[src/common/systolic_pkg.sv]
/*
  Shared element types and APB register map of the systolic matrix multiplier.
  Imported by the RTL and the testbench.
*/
package systolic_pkg;

  typedef logic signed [7:0] operand_t; // A and B elements
  typedef logic signed [31:0] acc_t; // accumulator and C elements

  // control register
  // write bit 0 = 1 while idle to start a run, reads back as zero
  localparam logic [11:0] ctrl_addr = 12'h000;

  // status register, read only
  // bit 0 busy, bit 1 done (sticky until the next start)
  localparam logic [11:0] status_addr = 12'h004;

  // element windows, element (row, col) at base + 4 * (row * n + col)
  // A and B are write only, C is read only
  localparam logic [11:0] a_base = 12'h100;
  localparam logic [11:0] b_base = 12'h200;
  localparam logic [11:0] c_base = 12'h300;

endpackage

[src/logic/apb_regs.sv]
/*
  APB slave without wait states: control and status registers plus the
  A, B and C element windows. Operand writes go straight to one bank,
  C reads are issued in setup and returned in access.
*/
`timescale 1ns/1ps

module apb_regs #(
  parameter int n = 4,
  localparam int aw = $clog2(n)
) (
  input  logic                clk,
  input  logic                reset,
  input  logic [11:0]         paddr,
  input  logic                psel,
  input  logic                penable,
  input  logic                pwrite,
  input  logic [31:0]         pwdata,
  input  logic                done,
  output logic [31:0]         prdata,
  output logic                pready,
  output logic                pslverr,
  output logic                start,
  output logic [n-1:0]        a_wr_en,
  output logic [n-1:0]        b_wr_en,
  output logic [aw-1:0]       op_wr_addr,
  output systolic_pkg::operand_t op_wr_data [n],
  output logic [n-1:0]        c_rd_en,
  output logic [aw-1:0]       c_rd_addr [n],
  input  systolic_pkg::acc_t  c_rd_data [n]
);
  import systolic_pkg::*;

  logic          setup, access, busy, done_flag;
  logic          ctrl_sel, status_sel, a_sel, b_sel, c_sel, in_range, mapped;
  logic [5:0]    idx; // word index inside a window
  logic [aw-1:0] row, col;

  assign setup  = psel & ~penable;
  assign access = psel & penable;
  assign pready = 1'b1;

  assign idx      = paddr[7:2];
  assign in_range = (paddr[1:0] == 2'b00) && (idx < n * n);
  assign row      = aw'(idx / n);
  assign col      = aw'(idx % n);

  assign ctrl_sel   = (paddr == ctrl_addr);
  assign status_sel = (paddr == status_addr);
  assign a_sel      = (paddr[11:8] == a_base[11:8]) && in_range;
  assign b_sel      = (paddr[11:8] == b_base[11:8]) && in_range;
  assign c_sel      = (paddr[11:8] == c_base[11:8]) && in_range;
  assign mapped     = ctrl_sel | status_sel | a_sel | b_sel | c_sel;

  assign pslverr = access & (~mapped | (pwrite & (c_sel | status_sel))
                             | (pwrite & busy & (a_sel | b_sel)));

  assign start = access & pwrite & ctrl_sel & pwdata[0] & ~busy; // ignored while busy

  // A bank = row, addr = col; B bank = col, addr = row
  assign a_wr_en    = (access & pwrite & ~busy & a_sel) ? n'(1) << row : '0;
  assign b_wr_en    = (access & pwrite & ~busy & b_sel) ? n'(1) << col : '0;
  assign op_wr_addr = b_sel ? row : col;

  // result bank read launched in setup so data is registered by access
  assign c_rd_en = (setup & ~pwrite & c_sel) ? n'(1) << col : '0;

  always_comb begin
    for (int i = 0; i < n; i++) begin
      op_wr_data[i] = pwdata[7:0];
      c_rd_addr[i]  = row;
    end
  end

  always_comb begin
    prdata = '0;
    if (status_sel) prdata = {30'b0, done_flag, busy};
    else if (c_sel) prdata = c_rd_data[col];
  end

  always_ff @(posedge clk) begin
    if (reset) begin
      busy      <= 1'b0;
      done_flag <= 1'b0;
    end else if (start) begin
      busy      <= 1'b1;
      done_flag <= 1'b0;
    end else if (done) begin
      busy      <= 1'b0;
      done_flag <= 1'b1; // sticky until next start
    end
  end

endmodule

[config.mk]
export PLATFORM = sky130hd
export DESIGN_NAME = apb_regs
export DESIGN_NICKNAME = d
export VERILOG_FILES = /design/src/common/systolic_pkg.sv /design/src/logic/apb_regs.sv
export SDC_FILE = /design/constraint.sdc
export NUM_CORES = 1
export LEC_CHECK = 0
export BUFFER_PORTS_ARGS = -buffer_cell sky130_fd_sc_hd__buf_2
export CAP_MARGIN = 20
export CELL_PAD_IN_SITES_DETAIL_PLACEMENT = 0
export CELL_PAD_IN_SITES_GLOBAL_PLACEMENT = 1
export CORE_MARGIN = 4
export CORE_UTILIZATION = 16
export CTS_CLUSTER_DIAMETER = 200
export DETAILED_ROUTE_END_ITERATION = 10
export MAX_ROUTING_LAYER = met4
export PLACE_DENSITY_LB_ADDON = 0.12
export RECOVER_POWER = 25
export SLEW_MARGIN = 5
export SYNTH_ARGS = -nofsm -noshare
export SYNTH_HDL_FRONTEND = slang
export SYNTH_SLANG_ARGS = --single-unit
[constraint.sdc]
create_clock -name clk -period 1.2 [get_ports clk]
set_clock_uncertainty 0.05 [all_clocks]
set_input_delay 0.12 -clock clk [delete_from_list [all_inputs] [get_ports clk]]
set_output_delay 0.12 -clock clk [all_outputs]
set_load 0.02 [all_outputs]
==> summary.md, run 1 <==
| Metric | Value |
|---|---|
| Status | `complete, but fails checks` |
| Violated checks | `setup timing` |
| Total CTS buffers | `3` |
| Worst skew pair latency | `0.21 ns` |
| Reg clk slew, reported paths | `0.03 ns` |
| Setup Viol. Count Final | `50` |
| CTS tree | `done` |
| EDFF count, synth | `0` |
| Fillers | `1083` |
| NetSw | `0.360 mW` |
| Xor/xnor cell area share of the yosys netlist | `0.00512` |
| Post-Place Cells | `roughly 490` |
| Min Tclk post-route | `1.59 ns` |
| Sequential-to-total area share from yosys stat | `0.0234` |
| Power Density | `320 nW/um^2` |
| FF+latch count, synth | `2` |
| Root Driver | `clkbuf_8` |
| Final WL | `8.43 mm` |
| Fmax | `roughly 630 MHz` |
| Routed vias | `around 2100` |
| Area Growth Syn to Fin | `119%` |
| Async S/R FF share, synth | `0` |
| Crit path DAT | `1.42 ns` |
| 1st-iter DRT viols | `30` |
| Post-synthesis compound-gate area fraction | `0.0351` |
| Port-buffer cells | `206` |
| Peak VDD IR | `0.000175 V` |
| First drt pass iteration count | `3` |
| Detail Placement HPWL | `about 6.8 mm` |
| Worst-path maximum fanout | `4` |
| GPL Wtd Cong | `0.757` |
| Ports | `267` |
| Sw Share | `0.300` |
| Largest family of logic cells by synthesized area | `multiplexers` |
| Synth Area in Simple Gates | `0.250` |
| Fin. max-slew vios | `0` |
| Startpoint type of the worst setup path | `flip-flop` |
| Syn_nets | `351` |
| Clock Sinks | `2` |
| Avg Cell Area, Syn | `9.88 um^2` |
| Maximum buffer depth of the clock tree | `2` |
| Min-delay worst type | `input port to flip-flop` |
| Initial antenna violation count | `0` |
| Count leader, synth | `buf_4` |
| Pleak | `1.77 nW` |
| First-pass GRT wire length | `roughly 12 mm` |
| Worst Path Required | `1.03 ns` |
| Hold Fails Final Rpt | `0` |
| Gr usage total | `0.129` |
| Reg power frac | `0.060` |
| DIE WIDTH | `111 um` |
| Cells after synthesis | `around 170` |
| Commonest cells post-synth | `41 x buf_4, 33 x nor2b_1, 26 x mux4_2` |
| Max-Cap Viols | `0` |
| YS warnings | `0` |
| Fin worst setup slack | `-0.387 ns` |
| Mux share of post-synthesis cell area | `0.448` |
| Finished Layout Cells | `503` |
| Synth Area in Adders | `0` |
| Via density | `4.20` |
| Clock power frac | `0.217` |
| Overall Power | `1.20 mW` |
| Post-route clock period utilization | `1.32` |
| Vias in the first global route | `2331` |
| Post-CTS Hold Fix Bufs | `0` |
| ANT cells | `0` |
| Die area | `about 12000 um^2` |
| Row Count | `37` |
| Internal cell power | `0.841 mW` |
| Residual DRC | `0` |
| Gr ovfl total | `0` |
| H-tree depth | `1` |
| CP endpoint kind | `primary output` |
| Antenna-violating nets left | `0` |
| Top cell type's share of synthesized area | `0.343` |
| Leading area contributor after synthesis | `mux4_2` |
| Cell Area, Synth | `approximately 1700 um^2` |
| Synth area leaders | `mux4_2 34%, buf_4 18%, nor2b_1 12%` |
| RSZ-0062 raised after global routing | `true` |
| Final core utilization | `0.361` |
| Die H | `111 um` |
| Yosys cell types | `33` |
| Power share of the combinational group | `0.724` |
| Ys flop type | `dfxtp_1` |
| Share of cells above drive strength 1 | `0.899` |
| Core Region | `10400 um^2` |
| Initial Util | `0.165` |
| NumNets Final | `547` |
| Routed wire length per instance | `16.8 um` |
| Worst Path Class, Setup | `flip-flop to primary output` |
| Largest net degree at the start of global routing | `18` |
cells in the final DEF, fill, tap and decap left out, types with 3 or more instances in the layout:
cell,instances
nand3_4,3
nor2_1,3
buf_16,3
nand2_1,4
mux4_2,26
clkbuf_8,3
nor2_4,8
buf_12,10
mux4_1,6
buf_2,155
buf_6,44
nor2b_4,23
nor2b_1,10
nand4_1,3
buf_4,32
metrics by stage:
stage                     setup slack, ns  TNS (ns)  area, um^2  hold WS (ns)
final                              -0.387    -13.71        3750        0.0892
after global routing               -0.479    -15.81        3750        0.0859
after CTS                          -0.402    -13.82        3460        0.0715
after detailed placement           -0.337    -13.39        2810         0.190
after global placement             -0.339    -13.44        2810         0.190
after floorplan                    -0.159     -5.57        1800         0.174
area by class of cell:
type,count,area (um^2),share of cell area
multi-input combinational,115,1650,0.440
timing repair buffer,246,1840,0.492
tap,136,170,0.0454
clock buffer,3,41.3,0.0110
sequential,2,41.3,0.0110
inverter,1,3.75,0.00100
power groups by stage:
stage | Combinational, mW | Sequential (mW) | Clock, mW
2_1_floorplan | 0.544 | 0.0712 | 0
3_3_place_gp | 0.719 | 0.0717 | 0
3_5_place_dp | 0.723 | 0.0716 | 0
4_1_cts | 0.820 | 0.0718 | 0.270
5_1_grt | 0.936 | 0.0721 | 0.286
6_report | 0.869 | 0.0718 | 0.260
flip-flops by register name, summed over array words and instances, names as in the netlist:
register,cells
done_flag,1
busy,1
routing by layer:
layer  global-route usage  vias to the layer above  part of all wire
li1                     -                     1004                 -
met4               0.0235                        0            0.0045
met2                0.240                      100              0.55
met5                    -                        -                 0
met3               0.0114                        6             0.058
met1                0.153                     1002              0.39
cells by family (layout without fill, tap and decap cells):
kind of cell,Yosys count,after routing
DFF,2,2
buffers and inverters,56,250
AOI/OAI and AO/OA,7,7
other,1,1
muxes,34,34
and+or+nand+nor,72,72
xor gates and xnor gates,1,1
worst max-delay path: stages (launching register included):
cell and delay, ns:
dfxtp_2 0.31, and4b_2 0.30, nand4_1 0.21, nor3b_2 0.23
buf_4 0.16
path summary, 6_finish.rpt:
kind	end	startpoint	depth (start not counted)	slack [ns]
setup reg to reg	done_flag	busy	6	-0.17
setup / recovery	a_wr_en[2]	busy	4	-0.39
hold reg to reg	done_flag	done_flag	1	0.53
hold / removal	busy	reset	2	0.09
timing repair:
item,CTS,global route
setup buffers,4,8
hold endpoints to repair,0,0
cloned,5,2
resized for setup,114,56
setup endpoints to repair,50,50
pin swaps,15,5
Power figures use the tool's default switching activity.
==> inputs of run 2 (changes only) <==
- CORE_MARGIN: 4 -> 10
==> summary.md, run 2 (same netlist as run 1, synthesis figures left out) <==
| Metric | Value |
|---|---|
| Status | `complete, but fails checks` |
| Violated checks | `setup timing` |
| Core Region | `10400 um^2` |
| Area Growth Syn to Fin | `119%` |
| Residual DRC | `0` |
| Final WL | `~10 mm` |
| Seq. cell area | `41.3 um^2` |
| Maximum buffer depth of the clock tree | `2` |
| Initial antenna violation count | `1` |
| Finished Layout Cells | `506` |
| Worst skew pair latency | `0.21 ns` |
| Share of cells above drive strength 1 | `0.916` |
| Startpoint type of the worst setup path | `flip-flop` |
| Top Registers | `busy: 1 flops, done_flag: 1 flops` |
| Largest net degree at the start of global routing | `18` |
| R2R depth | `4` |
| DIE WIDTH | `roughly 120 um` |
| 1st-iter DRT viols | `40` |
| CTS tree | `done` |
| Vias in the first global route | `2474` |
| Root Driver | `clkbuf_8` |
| Die area | `15200 um^2` |
| Detail Placement HPWL | `7.86 mm` |
| Min-delay worst type | `input port to flip-flop` |
| Dpl ws | `-0.319 ns` |
| Post-Place Cells | `~480` |
| Post-route clock period utilization | `1.35` |
| Multi-input gate area | `roughly 1600 um^2` |
| Power Density | `335 nW/um^2` |
| R2R Setup Slk | `-0.04 ns` |
| Antenna-violating nets left | `0` |
| Gr ovfl total | `0` |
| Hold Fails Final Rpt | `0` |
| Max-Cap Viols | `0` |
| Min Tclk post-route | `between 1.5 and 2 ns` |
| NumNets Final | `549` |
| Row Count | `37` |
| Worst Path Class, Setup | `flip-flop to primary output` |
| Via density | `4.27` |
| Worst-path maximum fanout | `4` |
| First-pass GRT wire length | `14.1 mm` |
| Post-CTS Hold Fix Bufs | `0` |
| CP endpoint kind | `primary output` |
| Initial Util | `0.165` |
| H-tree depth | `1` |
| Min-Delay Startpoint | `reset` |
| Die H | `~120 um` |
| Ports | `around 270` |
| Total CTS buffers | `3` |
| Fin. max-slew vios | `0` |
| Routed vias | `2161` |
| Gr usage total | `0.123` |
| Pleak | `1.76 nW` |
| Reg-to-reg endpoint | `done_flag` |
| Port-buffer cells | `206` |
| Worst Path Required | `1.03 ns` |
| Hold path cells | `2` |
| First drt pass iteration count | `4` |
| Fillers | `1100` |
| Fin worst setup slack | `-0.419 ns` |
| Commonest non-fill, non-tap cell in the layout | `buf_2` |
| Setup Viol. Count Final | `49` |
| Origin of the critical flop-to-flop path | `busy` |
| RSZ-0062 raised after global routing | `true` |
| Worst Hold Path EP | `busy` |
| Reg clk slew, reported paths | `0.03 ns` |
| Commonest cells after routing, fill and taps aside | `155 x buf_2, 45 x buf_6, 35 x buf_4` |
| Fmax | `between 600 and 700 MHz` |
| Clock Sinks | `2` |
| Peak VDD IR | `0.000177 V` |
| Routed wire length per instance | `19.8 um` |
| GPL Wtd Cong | `0.744` |
| Crit path DAT | `1.45 ns` |
## run 2: per-layer routing
layer	part of all wire	vias to the layer above	GRT usage	routed length (um)
met5	0	-	-	0
met4	0.013	0	0.0277	126
met3	0.063	14	0.0178	632
met2	0.54	112	0.216	5390
met1	0.39	1024	0.146	3870
li1	-	1011	-	-
## run 2: area by class of cell
cell class                      count  share of cell area
Antenna cell                        1            0.000667
Clock buffer                        3              0.0110
Inverter                            1             0.00100
Tap cell                          136              0.0454
Sequential cell                     2              0.0110
Multi-Input combinational cell    115               0.432
Timing Repair Buffer              248               0.499
## run 2: report_power, final
part	switching, mW	internal [mW]	leakage (nW)
clock	0.0546	0.212	0.0216
combinational	0.326	0.592	1.72
sequential	0.00177	0.0695	0.0170
total	0.382	0.874	1.76
## run 2: worst max-delay path by stage
| stage | start | to | cells past startpoint |
|---|---|---|---|
| final | busy | b_wr_en[0] | 6 |
| after global routing | busy | a_wr_en[2] | 4 |
| after CTS | busy | a_wr_en[1] | 4 |
| after detailed placement | paddr[2] | prdata[1] | 6 |
| after global placement | paddr[2] | prdata[17] | 5 |
| after floorplan | paddr[1] | a_wr_en[2] | 3 |
## run 2: through the flow
stage | setup TNS (ns) | hold WS, ns | power [mW] | util | area (um^2)
detailed placement | -12.87 | 0.190 | 0.798 | 0.271 | 2810
finish | -13.19 | 0.0661 | 1.26 | 0.362 | 3750
global route | -16.54 | 0.0744 | 1.34 | 0.362 | 3750
floorplan | -5.57 | 0.174 | 0.616 | - | 1800
global placement | -12.75 | 0.190 | 0.793 | 0.271 | 2810
CTS | -12.68 | 0.0658 | 1.22 | 0.333 | 3460
## run 2: worst max-delay path, stage by stage (launching register included)
cell     delay, ns
dfxtp_2       0.30
and4b_2       0.28
buf_4         0.13
nand4_1       0.10
buf_6         0.17
nor3_4        0.12
buf_6         0.14
## run 2: timing repair
action / in CTS / in global routing
setup endpoints to repair: 49 / 50
resized for setup: 117 / 56
cloned: 6 / 1
buffers inserted: 7 / 4
pin swaps: 15 / 6
==> inputs of run 3 (changes only) <==
- ABC_AREA: not set -> 1
- CORE_UTILIZATION: 16 -> 13
==> summary.md, run 3 <==
| Metric | Value |
|---|---|
| DIE WIDTH | `approximately 130 um` |
| Finished Layout Cells | `619` |
| Slowest stage delay, CP | `approximately 0.31 ns` |
| Port-buffer cells | `206` |
| First-pass GRT wire length | `14.2 mm` |
| Final WL | `11.0 mm` |
| Sequential-to-total area share from yosys stat | `0.0255` |
| Status | `complete, but fails checks` |
| Setup Viol. Count Final | `49` |
| Post-CTS Hold Fix Bufs | `0` |
| Root Driver | `clkbuf_16` |
| Worst Path Required | `1.03 ns` |
| Largest net degree at the start of global routing | `26` |
| Crit path DAT | `1.30 ns` |
| Routed vias | `2634` |
| Initial Util | `0.132` |
| Commonest cells post-synth | `84 x nand2_1, 44 x buf_4, 34 x a22oi_1` |
| Design Area, Final | `between 3000 and 4000 um^2` |
| Crit-path slowest cell | `dfxtp_2` |
| Startpoint type of the worst setup path | `flip-flop` |
| Area Growth Syn to Fin | `147%` |
| Worst Path Class, Setup | `flip-flop to primary output` |
| Syn_nets | `452` |
| Peak VDD IR | `0.000512 V` |
| NumNets Final | `649` |
| Routed wire length per instance | `17.8 um` |
| Post-route clock period utilization | `1.22` |
| Detail Placement HPWL | `8.64 mm` |
| R2R Setup Slk | `-0.02 ns` |
| Avg Cell Area, Syn | `5.73 um^2` |
| Die area | `16900 um^2` |
| Setup tns final | `-9.48 ns` |
| Post-Place Cells | `606` |
| Share of cells above drive strength 1 | `0.708` |
| Area after DPL | `2910 um^2` |
| Commonest non-fill, non-tap cell in the layout | `buf_2` |
| Min Tclk post-route | `1.47 ns` |
| First drt pass iteration count | `4` |
| Clock Sinks | `2` |
| Top cell type's share of synthesized area | `0.211` |
| Die H | `between 100 and 150 um` |
| GPL Wtd Cong | `0.752` |
| Top Registers | `busy: 1 flops, done_flag: 1 flops` |
| Hold Fails Final Rpt | `0` |
| H-tree depth | `1` |
| Initial antenna violation count | `2` |
| Final core utilization | `0.326` |
| 1st-iter DRT viols | `54` |
| Total CTS buffers | `3` |
| Row Count | `40` |
| Yosys cell types | `24` |
| Crit path max-delay family | `simple AND/OR/NAND/NOR gates` |
| Max-Cap Viols | `0` |
| Async S/R FF share, synth | `0` |
| Buf/Inv on CP | `2` |
| Cells after synthesis | `274` |
| Residual DRC | `0` |
| YS warnings | `0` |
| Synth area leaders | `buf_4 21%, nand2_1 20%, a22oi_1 16%` |
| Minimum hold slack | `0.0279 ns` |
| Reg clk slew, reported paths | `around 0.030 ns` |
| Gr ovfl total | `0` |
| Antenna-violating nets left | `0` |
| CTS tree | `done` |
| EDFF count, synth | `0` |
| Core Region | `approximately 12000 um^2` |
| Violated checks | `setup timing` |
| Fmax | `681 MHz` |
| Worst skew pair latency | `0.22 ns` |
| Worst-path maximum fanout | `2` |
| Count leader, synth | `nand2_1` |
| FF+latch count, synth | `2` |
| Min-Delay Startpoint | `reset` |
| Gr usage total | `0.109` |
| R2R depth | `9` |
| Maximum buffer depth of the clock tree | `2` |
| Vias in the first global route | `2673` |
| Crit-path cells | `inv_2 > nand2_2 > nor2_4 > nand4_2 > or2_4 > nor2_2 > buf_6` |
| Origin of the critical flop-to-flop path | `busy` |
| Reg-to-reg endpoint | `done_flag` |
| Worst Hold Path EP | `busy` |
| Min-delay worst type | `input port to flip-flop` |
| Hold path cells | `2` |
| Via density | `~4.3` |
| Fin. max-slew vios | `0` |
| Ys flop type | `dfxtp_1` |
| RSZ-0062 raised after global routing | `true` |
| Cell Area, Synth | `~1600 um^2` |
| Ports | `roughly 270` |
| Pleak | `1.71 nW` |
| Power Density | `359 nW/um^2` |
| Leading area contributor after synthesis | `buf_4` |
| Fin worst setup slack | `-0.268 ns` |
| Commonest cells after routing, fill and taps aside | `153 x buf_2, 78 x nand2_1, 50 x buf_6` |
| CP endpoint kind | `primary output` |
## run 3: cell count changes in the layout (fill, tap and decap cells not counted), sizes merged, moves of 4 or more
cell | previous run | this run
inv | 1 | 19
a31oi | 0 | 30
mux4 | 32 | 0
o21ai | 0 | 4
nor2 | 12 | 30
nand2 | 4 | 87
a22oi | 0 | 34
nor2b | 33 | 0
## run 3: area by class of cell
type	count	area (um^2)
multi-input combinational	197	1650
sequential	2	41.3
fill	1263	8030
inverter	19	81.3
timing repair buffer	248	1840
clock buffer	3	75.1
antenna	3	7.51
tap	147	184
## run 3: power by group
part	internal, mW	switching, mW	total, mW
Sequential	0.0694	0.000549	0.0700
Clock	0.423	0.0690	0.492
Combinational	0.393	0.439	0.832
## run 3: repair_timing
item                       in CTS  in global routing
resized for setup              93                 93
setup buffers                   0                  3
gates cloned                    0                  4
setup endpoints to repair      48                 48
pin swaps                      14                  8
## run 3: logic make-up after synthesis
group                  synth area share
AOI/OAI and AO/OA                 0.309
buffers and inverters             0.306
and+or+nand+nor                   0.357
DFF                              0.0255
other                           0.00239
## run 3: per-stage QoR
step / setup WS, ns / total power, mW
6_report: -0.268 / 1.39
3_3_place_gp: -0.294 / 0.771
5_1_grt: -0.351 / 1.49
3_5_place_dp: -0.275 / 0.770
2_1_floorplan: -0.109 / 0.519
4_1_cts: -0.318 / 1.31
## run 3: routing by layer
| metal | GRT usage | up-vias | wire length [um] |
|---|---|---|---|
| li1 | - | 1293 | - |
| met1 | 0.115 | 1225 | 4120 |
| met2 | 0.205 | 112 | 6150 |
| met3 | 0.0223 | 4 | 679 |
| met4 | 0.0205 | 0 | 38 |
| met5 | - | - | 0 |
## run 3: worst max-delay path by stage
stage | depth (start not counted) | from | to | slack [ns]
detailed placement | 9 | paddr[7] | c_rd_en[1] | -0.27
floorplan | 6 | busy | a_wr_en[2] | -0.11
global route | 7 | busy | a_wr_en[3] | -0.35
finish | 7 | busy | a_wr_en[3] | -0.27
global placement | 9 | paddr[7] | c_rd_en[0] | -0.29
CTS | 7 | busy | a_wr_en[3] | -0.32
